==> config.mk <==
export PLATFORM = sky130hd
export DESIGN_NAME = core_top
export DESIGN_NICKNAME = d
export VERILOG_FILES = /design/src/common/core_pkg.sv /design/src/controller/controller.sv /design/src/hw/regfile.sv /design/src/hw/stage_regs.sv /design/src/alu/execute_unit.sv /design/src/hw/pc_unit.sv /design/src/hw/core_top.sv
export VERILOG_INCLUDE_DIRS = /design/src /design/src/common
export SDC_FILE = /design/constraint.sdc
export NUM_CORES = 2
export LEC_CHECK = 0
export ABC_AREA = 1
export BUFFER_PORTS_ARGS = -buffer_cell sky130_fd_sc_hd__buf_4
export CAP_MARGIN = 30
export CELL_PAD_IN_SITES_DETAIL_PLACEMENT = 0
export CELL_PAD_IN_SITES_GLOBAL_PLACEMENT = 1
export CORE_MARGIN = 1.5
export CORE_UTILIZATION = 45
export CTS_CLUSTER_DIAMETER = 150
export DETAILED_ROUTE_END_ITERATION = 16
export PLACE_DENSITY_LB_ADDON = 0.1
export SETUP_SLACK_MARGIN = 0.5
export SLEW_MARGIN = 5
export SYNTH_ARGS = -nofsm -noshare
export SYNTH_HDL_FRONTEND = slang
export SYNTH_SLANG_ARGS = --single-unit
==> constraint.sdc <==
create_clock -name enable_memaccess -period 5.75 [get_ports enable_memaccess]
set_input_delay 1.15 -clock enable_memaccess [delete_from_list [all_inputs] [get_ports enable_memaccess]]
set_output_delay 1.15 -clock enable_memaccess [all_outputs]
set_load 0.05 [all_outputs]
==> src/common/core_defines.svh <==
`ifndef CORE_DEFINES_SVH
`define CORE_DEFINES_SVH

// datapath word
`define DATA_W 32

// 32 architectural registers
`define REG_AW 5

// word addresses into instruction and data memory
`define IM_AW 10
`define DM_AW 12

`define RESET_PC 0

`endif

==> src/common/core_pkg.sv <==
`default_nettype none

`include "core_defines.svh"

package core_pkg;

	typedef enum logic [2:0] {
		ph_fetch,
		ph_decode,
		ph_execute,
		ph_memaccess,
		ph_writeback
	} phase_e;

	// instruction bits 31..26
	typedef enum logic [5:0] {
		op_alu  = 6'h00,
		op_addi = 6'h01,
		op_movi = 6'h02,
		op_lw   = 6'h03,
		op_sw   = 6'h04,
		op_beq  = 6'h05,
		op_j    = 6'h06,
		op_nop  = 6'h3f
	} opcode_e;

	// instruction bits 2..0 for op_alu
	typedef enum logic [2:0] {
		alu_add    = 3'd0,
		alu_sub    = 3'd1,
		alu_and    = 3'd2,
		alu_or     = 3'd3,
		alu_xor    = 3'd4,
		alu_slt    = 3'd5,
		alu_pass_b = 3'd6
	} alu_op_e;

	typedef struct packed {
		opcode_e             opcode;
		alu_op_e             alu_op;
		logic [`REG_AW-1:0]  rt_addr;
		logic                src2_imm;
		// already extended
		logic [`DATA_W-1:0]  imm;
		logic                do_reg_write;
		logic                do_dm_read;
		logic                do_dm_write;
	} decoded_t;

	typedef struct packed {
		logic [`DATA_W-1:0] ra_data;
		logic [`DATA_W-1:0] rt_data;
	} operands_t;

	typedef struct packed {
		decoded_t  dec;
		operands_t ops;
	} exec_t;

endpackage

`default_nettype wire

==> src/controller/controller.sv <==
`timescale 1ns/1ps
`default_nettype none

`include "core_defines.svh"

module controller
	import core_pkg::*;
(
	input  logic                 enable_memaccess,
	input  logic                 rst_n,
	input  logic [`DATA_W-1:0]   instruction,
	input  opcode_e              exec_opcode,
	output logic                 fetch_en,
	output logic                 decode_en,
	output logic                 exec_en,
	output logic                 mem_phase,
	output logic                 wb_en,
	output logic                 IM_enable,
	output logic                 IM_read,
	output logic                 IM_write,
	output logic                 DM_enable,
	output logic                 DM_read,
	output logic                 DM_write,
	output logic [`REG_AW-1:0]   ra_addr,
	output logic [`REG_AW-1:0]   rb_addr,
	output decoded_t             decoded
);

	phase_e              phase_q;
	logic                idle_q;
	logic [`DATA_W-1:0]  ir_q;

	// reset parks in writeback with every strobe low
	always_ff @(posedge enable_memaccess) begin
		if (!rst_n) begin
			phase_q <= ph_writeback;
			idle_q  <= 1'b1;
		end else begin
			idle_q <= 1'b0;
			case (phase_q)
				ph_fetch:     phase_q <= ph_decode;
				ph_decode:    phase_q <= ph_execute;
				ph_execute:   phase_q <= ph_memaccess;
				ph_memaccess: phase_q <= ph_writeback;
				default:      phase_q <= ph_fetch;
			endcase
		end
	end

	always_ff @(posedge enable_memaccess) begin
		if (fetch_en) begin
			ir_q <= instruction;
		end
	end

	assign fetch_en  = (phase_q == ph_fetch);
	assign decode_en = (phase_q == ph_decode);
	assign exec_en   = (phase_q == ph_execute);
	assign mem_phase = (phase_q == ph_memaccess);
	assign wb_en     = (phase_q == ph_writeback) && !idle_q;

	assign IM_enable = fetch_en;
	assign IM_read   = fetch_en;
	assign IM_write  = 1'b0;
	assign DM_enable = mem_phase;
	assign DM_read   = mem_phase && (exec_opcode == op_lw);
	assign DM_write  = mem_phase && (exec_opcode == op_sw);

	assign ra_addr = ir_q[20:16];

	always_comb begin
		decoded         = '0;
		decoded.opcode  = op_nop;
		decoded.alu_op  = alu_pass_b;
		decoded.rt_addr = ir_q[25:21];
		rb_addr         = ir_q[15:11];
		case (ir_q[31:26])
			op_alu: begin
				decoded.opcode       = op_alu;
				decoded.alu_op       = alu_op_e'(ir_q[2:0]);
				decoded.do_reg_write = 1'b1;
			end
			op_addi, op_lw, op_sw: begin
				decoded.opcode       = opcode_e'(ir_q[31:26]);
				decoded.alu_op       = alu_add;
				decoded.src2_imm     = 1'b1;
				decoded.imm          = {{(`DATA_W-15){ir_q[14]}}, ir_q[14:0]};
				decoded.do_reg_write = (ir_q[31:26] != op_sw);
				decoded.do_dm_read   = (ir_q[31:26] == op_lw);
				decoded.do_dm_write  = (ir_q[31:26] == op_sw);
				// store data is rt, read through port b
				if (ir_q[31:26] == op_sw) begin
					rb_addr = ir_q[25:21];
				end
			end
			op_movi: begin
				decoded.opcode       = op_movi;
				decoded.src2_imm     = 1'b1;
				decoded.imm          = {{(`DATA_W-20){1'b0}}, ir_q[19:0]};
				decoded.do_reg_write = 1'b1;
			end
			op_beq: begin
				decoded.opcode = op_beq;
				decoded.imm    = {{(`DATA_W-14){ir_q[13]}}, ir_q[13:0]};
				rb_addr        = ir_q[25:21];
			end
			op_j: begin
				decoded.opcode = op_j;
				decoded.imm    = {{(`DATA_W-`IM_AW){1'b0}}, ir_q[`IM_AW-1:0]};
			end
			default: ;
		endcase
	end

	a_one_phase: assert property (@(posedge enable_memaccess) disable iff (!rst_n)
		!idle_q |-> $onehot({fetch_en, decode_en, exec_en, mem_phase, wb_en}));

	a_dm_excl: assert property (@(posedge enable_memaccess) disable iff (!rst_n)
		!(DM_read && DM_write));

endmodule

`default_nettype wire

==> src/hw/regfile.sv <==
`timescale 1ns/1ps
`default_nettype none

`include "core_defines.svh"

module regfile
	import core_pkg::*;
(
	input  logic                 enable_memaccess,
	input  logic                 rst_n,
	input  logic [`REG_AW-1:0]   ra_addr,
	input  logic [`REG_AW-1:0]   rb_addr,
	input  logic                 wb_en,
	input  exec_t                exec,
	input  logic [`DATA_W-1:0]   wb_data,
	output operands_t            operands,
	output logic [`DATA_W-1:0]   rb_data
);

	localparam int NUM_REGS = 1 << `REG_AW;

	logic [`DATA_W-1:0]  regs [NUM_REGS];
	logic                wr_en;
	logic [`REG_AW-1:0]  wr_addr;
	logic [`DATA_W-1:0]  rd_a;
	logic [`DATA_W-1:0]  rd_b;

	// r0 is never written
	assign wr_addr = exec.dec.rt_addr;
	assign wr_en   = wb_en && exec.dec.do_reg_write && (wr_addr != '0);

	always_ff @(posedge enable_memaccess) begin
		if (wr_en) begin
			regs[wr_addr] <= wb_data;
		end
	end

	assign rd_a = (ra_addr == '0) ? '0 : regs[ra_addr];
	assign rd_b = (rb_addr == '0) ? '0 : regs[rb_addr];

	assign operands.ra_data = rd_a;
	assign operands.rt_data = rd_b;
	assign rb_data          = rd_b;

	a_r0_zero: assert property (@(posedge enable_memaccess) disable iff (!rst_n)
		(wb_en && exec.dec.do_reg_write && (exec.dec.rt_addr == '0))
		|=> (regs[0] === $past(regs[0])));

endmodule

`default_nettype wire

==> src/hw/stage_regs.sv <==
`timescale 1ns/1ps
`default_nettype none

`include "core_defines.svh"

module stage_regs
	import core_pkg::*;
(
	input  logic                 enable_memaccess,
	input  logic                 rst_n,
	input  logic                 decode_en,
	input  decoded_t             decoded,
	input  operands_t            operands,
	input  logic [`DATA_W-1:0]   rb_data,
	output exec_t                exec
);

	always_ff @(posedge enable_memaccess) begin
		if (!rst_n) begin
			exec.dec.do_reg_write <= 1'b0;
			exec.dec.do_dm_read   <= 1'b0;
			exec.dec.do_dm_write  <= 1'b0;
		end else if (decode_en) begin
			exec.dec         <= decoded;
			exec.ops.ra_data <= operands.ra_data;
			// port b is switched to rt for stores and branches
			exec.ops.rt_data <= rb_data;
		end
	end

endmodule

`default_nettype wire

==> src/alu/execute_unit.sv <==
`timescale 1ns/1ps
`default_nettype none

`include "core_defines.svh"

module execute_unit
	import core_pkg::*;
(
	input  logic                 enable_memaccess,
	input  logic                 rst_n,
	input  logic                 exec_en,
	input  logic                 mem_phase,
	input  exec_t                exec,
	input  logic [`DATA_W-1:0]   DM_out,
	output logic [`DATA_W-1:0]   result_q,
	output logic                 alu_overflow,
	output logic                 alu_zero,
	output logic [`DATA_W-1:0]   wb_data
);

	logic [`DATA_W-1:0]  src_a;
	logic [`DATA_W-1:0]  src_b;
	logic [`DATA_W-1:0]  sum;
	logic [`DATA_W-1:0]  alu_y;
	logic [`DATA_W-1:0]  load_q;
	logic                lt;
	logic                ovf;
	logic                arith;

	assign src_a = exec.ops.ra_data;
	assign src_b = exec.dec.src2_imm ? exec.dec.imm : exec.ops.rt_data;

	assign sum = (exec.dec.alu_op == alu_sub) ? src_a - src_b : src_a + src_b;
	assign lt  = $signed(src_a) < $signed(src_b);

	always_comb begin
		case (exec.dec.alu_op)
			alu_add, alu_sub: alu_y = sum;
			alu_and:          alu_y = src_a & src_b;
			alu_or:           alu_y = src_a | src_b;
			alu_xor:          alu_y = src_a ^ src_b;
			alu_slt:          alu_y = {{(`DATA_W-1){1'b0}}, lt};
			alu_pass_b:       alu_y = src_b;
			default:          alu_y = '0;
		endcase
	end

	// signed overflow, only reported for add, addi and sub
	always_comb begin
		case (exec.dec.alu_op)
			alu_add: ovf = (src_a[`DATA_W-1] == src_b[`DATA_W-1]) &&
				(sum[`DATA_W-1] != src_a[`DATA_W-1]);
			alu_sub: ovf = (src_a[`DATA_W-1] != src_b[`DATA_W-1]) &&
				(sum[`DATA_W-1] != src_a[`DATA_W-1]);
			default: ovf = 1'b0;
		endcase
	end
	assign arith = (exec.dec.opcode == op_alu) || (exec.dec.opcode == op_addi);

	always_ff @(posedge enable_memaccess) begin
		if (!rst_n) begin
			alu_overflow <= 1'b0;
		end else if (exec_en) begin
			alu_overflow <= arith && ovf;
		end
	end

	always_ff @(posedge enable_memaccess) begin
		if (exec_en) begin
			result_q <= alu_y;
		end
		if (mem_phase && exec.dec.do_dm_read) begin
			load_q <= DM_out;
		end
	end

	assign alu_zero = (exec.ops.ra_data == exec.ops.rt_data);
	assign wb_data  = (exec.dec.opcode == op_lw) ? load_q : result_q;

	a_no_logic_ovf: assert property (@(posedge enable_memaccess) disable iff (!rst_n)
		exec_en && !(exec.dec.alu_op inside {alu_add, alu_sub}) |=> !alu_overflow);

endmodule

`default_nettype wire

==> src/hw/pc_unit.sv <==
`timescale 1ns/1ps
`default_nettype none

`include "core_defines.svh"

module pc_unit
	import core_pkg::*;
(
	input  logic                 enable_memaccess,
	input  logic                 rst_n,
	input  logic                 exec_en,
	input  exec_t                exec,
	input  logic                 alu_zero,
	output logic [`IM_AW-1:0]    current_pc
);

	logic [`IM_AW-1:0] next_pc;

	// wraps at the top of instruction memory
	always_comb begin
		next_pc = current_pc + 1'b1;
		case (exec.dec.opcode)
			op_beq: begin
				if (alu_zero) begin
					next_pc = current_pc + exec.dec.imm[`IM_AW-1:0];
				end
			end
			op_j:    next_pc = exec.dec.imm[`IM_AW-1:0];
			default: ;
		endcase
	end

	always_ff @(posedge enable_memaccess) begin
		if (!rst_n) begin
			current_pc <= `IM_AW'(`RESET_PC);
		end else if (exec_en) begin
			current_pc <= next_pc;
		end
	end

endmodule

`default_nettype wire

==> src/hw/core_top.sv <==
`timescale 1ns/1ps
`default_nettype none

`include "core_defines.svh"

module core_top
	import core_pkg::*;
(
	input  logic                 enable_memaccess,
	input  logic                 rst_n,
	input  logic [`DATA_W-1:0]   instruction,
	output logic                 alu_overflow,

	output logic                 IM_read,
	output logic                 IM_write,
	output logic                 IM_enable,
	output logic [`IM_AW-1:0]    IM_address,

	output logic                 DM_read,
	output logic                 DM_write,
	output logic                 DM_enable,
	output logic [`DM_AW-1:0]    DM_address,
	output logic [`DATA_W-1:0]   DM_in,
	input  logic [`DATA_W-1:0]   DM_out
);

	logic                decode_en;
	logic                exec_en;
	logic                mem_phase;
	logic                wb_en;
	logic [`REG_AW-1:0]  ra_addr;
	logic [`REG_AW-1:0]  rb_addr;
	decoded_t            decoded;
	operands_t           operands;
	logic [`DATA_W-1:0]  rb_data;
	exec_t               exec;
	logic [`DATA_W-1:0]  result_q;
	logic [`DATA_W-1:0]  wb_data;
	logic                alu_zero;
	logic [`IM_AW-1:0]   current_pc;

	assign IM_address = current_pc;
	assign DM_address = result_q[`DM_AW-1:0];
	assign DM_in      = exec.ops.rt_data;

	// fetch strobe leaves the controller as IM_enable
	controller u_controller (
		.enable_memaccess (enable_memaccess),
		.rst_n            (rst_n),
		.instruction      (instruction),
		.exec_opcode      (exec.dec.opcode),
		.fetch_en         (),
		.decode_en        (decode_en),
		.exec_en          (exec_en),
		.mem_phase        (mem_phase),
		.wb_en            (wb_en),
		.IM_enable        (IM_enable),
		.IM_read          (IM_read),
		.IM_write         (IM_write),
		.DM_enable        (DM_enable),
		.DM_read          (DM_read),
		.DM_write         (DM_write),
		.ra_addr          (ra_addr),
		.rb_addr          (rb_addr),
		.decoded          (decoded)
	);

	regfile u_regfile (
		.enable_memaccess (enable_memaccess),
		.rst_n            (rst_n),
		.ra_addr          (ra_addr),
		.rb_addr          (rb_addr),
		.wb_en            (wb_en),
		.exec             (exec),
		.wb_data          (wb_data),
		.operands         (operands),
		.rb_data          (rb_data)
	);

	stage_regs u_stage_regs (
		.enable_memaccess (enable_memaccess),
		.rst_n            (rst_n),
		.decode_en        (decode_en),
		.decoded          (decoded),
		.operands         (operands),
		.rb_data          (rb_data),
		.exec             (exec)
	);

	execute_unit u_execute_unit (
		.enable_memaccess (enable_memaccess),
		.rst_n            (rst_n),
		.exec_en          (exec_en),
		.mem_phase        (mem_phase),
		.exec             (exec),
		.DM_out           (DM_out),
		.result_q         (result_q),
		.alu_overflow     (alu_overflow),
		.alu_zero         (alu_zero),
		.wb_data          (wb_data)
	);

	pc_unit u_pc_unit (
		.enable_memaccess (enable_memaccess),
		.rst_n            (rst_n),
		.exec_en          (exec_en),
		.exec             (exec),
		.alu_zero         (alu_zero),
		.current_pc       (current_pc)
	);

endmodule

`default_nettype wire

==> results.yml <==
outcome:
  status: "finished clean"
placement:
  place.detailed.hpwl_mm: 154
  preCtsSetupSlack_ps: 1690
  io_buffer_count: 125
  place_congestion: 0.949
  dp_cells: 8612
yosys:
  yosys_register_bits: 1237
  yosys.area.top_type: "edfxtp_1"
  synthTopCellsByCount: "1,220 x edfxtp_1, 1,103 x nand2_1, 1,025 x o21ai_0"
  synthCells: 6923
  yosysMostFrequentCell: "edfxtp_1"
  synth.avg_cell_area_um2: 9.38
  ys.flop_type: "edfxtp_1"
  yosysSeqAreaShare_pct: 56.9
  ys_types: 54
  synth_area_um2: 65000
  async_flop_share_pct: 0
  synth_top_cells_by_area: "edfxtp_1 56%, o21ai_0 7.9%, nand2_1 6.4%"
  synth_edf_count: 1220
  yosysWarnings: 0
  netlist.area_leader.share_pct: 56.4
critical_path:
  worst_ep_required_time_ps: 6220
  cp_slowest_stage_delay_ps: 770
  arrival_ps: 4650
  cp-end-kind: "flip-flop"
  cp_max_fo: 120
  slowest_stage: "inv_8"
  crit_chain: "inv_2 -> nand2_2 -> nor2_4 -> nand2_4 -> nand2_1 -> nand2_8 -> inv_8 -> buf_4 -> nor2_1 -> o22ai_1 -> nand2_1 -> nand3_1 -> nor2_1 -> nor2_1"
  start_kind: "flip-flop"
  cp_num_buf_inv: 3
  crit_family: "simple AND/OR/NAND/NOR gates"
  cpMostUsedCell: "nor2_1"
  path_class: "reg -> reg"
grt:
  grt_pass1_wl_mm: 352
  track_usage_pct: 33.0
  grt_max_degree: 218
  overflow: 0
  antenna_found_initial: 6
  grt_pass1_vias: 50000
min_path:
  holdCritPathClass: "reg -> reg"
floorplan:
  dieArea_um2: 147000
  fp.dieH_um: 383
  std_cell_rows: 139
  initial_core_util_pct: 45.3
  ioPinCount: 127
  die_width_um: 383
  core_um2: 143000
timing:
  period_share_pct: 72.6
  worst_slew_pin_slew_ps: 1150
  hold_viol_final: 0
  drv_slew: 0
  skew_ps: 35.8
  fmax_ghz: 0.239
  tns_ps: 0
  slew_headroom_pct: 23.6
  worst_hold_slack_ps: 499
  min_period_ps: 4180
  rsz0062_at_grt: "no"
  setup_slack_ps: 1570
  setup_viol: 0
power_and_ir_drop:
  ir_drop_mv: 0.326
  power_density_nw_per_um2: 291
  p_leak_nw: 26.6
clock_network:
  cts_htree_levels: 4
  clock_path_buffers: 3
  post_cts_buffers: 0
  cts_tree: "yes"
  cts_resized: 0
  clk_pin_slew_ps: 60
  ctsHoldBuffers: 0
  cts_buffers: 142
  cts_sinks: 1237
  root_buffer: "clkbuf_16"
  clock_latency_ps: 790
run:
  maxCapViolations: 0
layout:
  nNetsFinal: 7033
  final_util_pct: 50.4
  syn2layout_area_growth_pct: 11.4
  drive_gt1_share_pct: 8.48
  fillers: 13200
  final_cells: 8872
detailed_routing:
  drt-pass1-iter-count: 6
  vias: 53800
  wl_mm: 247
  via_per_inst: 6.06
  ant_nets: 0
  wl_per_cell_um: 27.8
  route.detailed.drc: 0
  initialDrtViolationCount: 6029
[worst min-delay path, stage by stage (launching register included)]
cell      delay, ps
edfxtp_1        310
nand2_1          50
inv_1            40
[through the flow]
| step | area (µm²) | power, mW |
|---|---|---|
| after floorplan | 65100 | 11.4 |
| after global placement | 67600 | 12.2 |
| after detailed placement | 67800 | 12.2 |
| after CTS | 72300 | 21.1 |
| after global routing | 72300 | 21.7 |
| final | 72300 | 21.1 |
[state kept, by name, summed over array words and instances, names as in the netlist]
signal	count
u_controller.phase_q	3
u_execute_unit.alu_overflow	1
u_execute_unit.result_q	32
u_regfile.regs	1024
u_pc_unit.current_pc	10
u_controller.idle_q	1
u_execute_unit.load_q	32
u_stage_regs.exec	102
u_controller.ir_q	32
[final timing paths]
kind	from	endpoint	slack, ps	cells past startpoint
max	u_controller.ir_q[29]	u_stage_regs.exec[26]	1570	14
max reg2reg	u_controller.ir_q[29]	u_stage_regs.exec[26]	1570	14
min reg2reg	u_controller.ir_q[4]	u_stage_regs.exec[71]	500	2
min	u_controller.ir_q[4]	u_stage_regs.exec[71]	500	2
[cells by family (layout without fill, tap and decap cells)]
| kind of cell | after synthesis | in the layout | synth area share (%) |
|---|---|---|---|
| xor+xnor | 61 | 61 | 0.823 |
| simple gates | 2214 | 2214 | 14.0 |
| buf+inv | 1100 | 1112 | 7.13 |
| fa+ha+maj | 114 | 114 | 2.23 |
| other cells | 1 | 35 | 0.00577 |
| flops | 1237 | 1237 | 56.9 |
| mux | 33 | 33 | 0.570 |
| compound gates | 2163 | 2163 | 18.3 |
[per-layer routing]
metal / part of all wire (%) / track usage (%) / vias to the layer above
met5: 0.020 / 0 / -
met4: 4.0 / 13.1 / 8
met3: 8.8 / 6.04 / 486
met2: 45 / 51.2 / 2629
met1: 42 / 45.8 / 26400
li1: - / - / 24300
[report_power, final]
group / leakage (nW) / internal [mW] / switching (mW)
combinational: 13.2 / 0.580 / 1.56
sequential: 11.2 / 9.87 / 0.0571
clock: 2.20 / 5.17 / 3.84
[cell usage in the layout, fill, tap and decap left out, drive strengths merged, types with 131 or more instances in the layout]
cell type and count:
edfxtp 1220, o21ai 1171, nand2 1107, nor2 603, inv 587, a21oi 522, nand3 392, buf 276
o211ai 226, clkbuf 177, o22ai 131
[area by class of cell]
| cell class | instances | area (µm²) | area share, % |
|---|---|---|---|
| clock inverter | 81 | 777 | 1.07 |
| sequential | 1237 | 37000 | 51.1 |
| clock buffer | 177 | 3740 | 5.17 |
| multi-input combinational | 4618 | 23800 | 32.9 |
| tap | 1903 | 2380 | 3.29 |
| antenna | 2 | 5.00 | 0.00692 |
| inverter | 578 | 2200 | 3.04 |
| timing repair buffer | 276 | 2460 | 3.40 |
No activity file was read; power rests on OpenSTA's default activity.
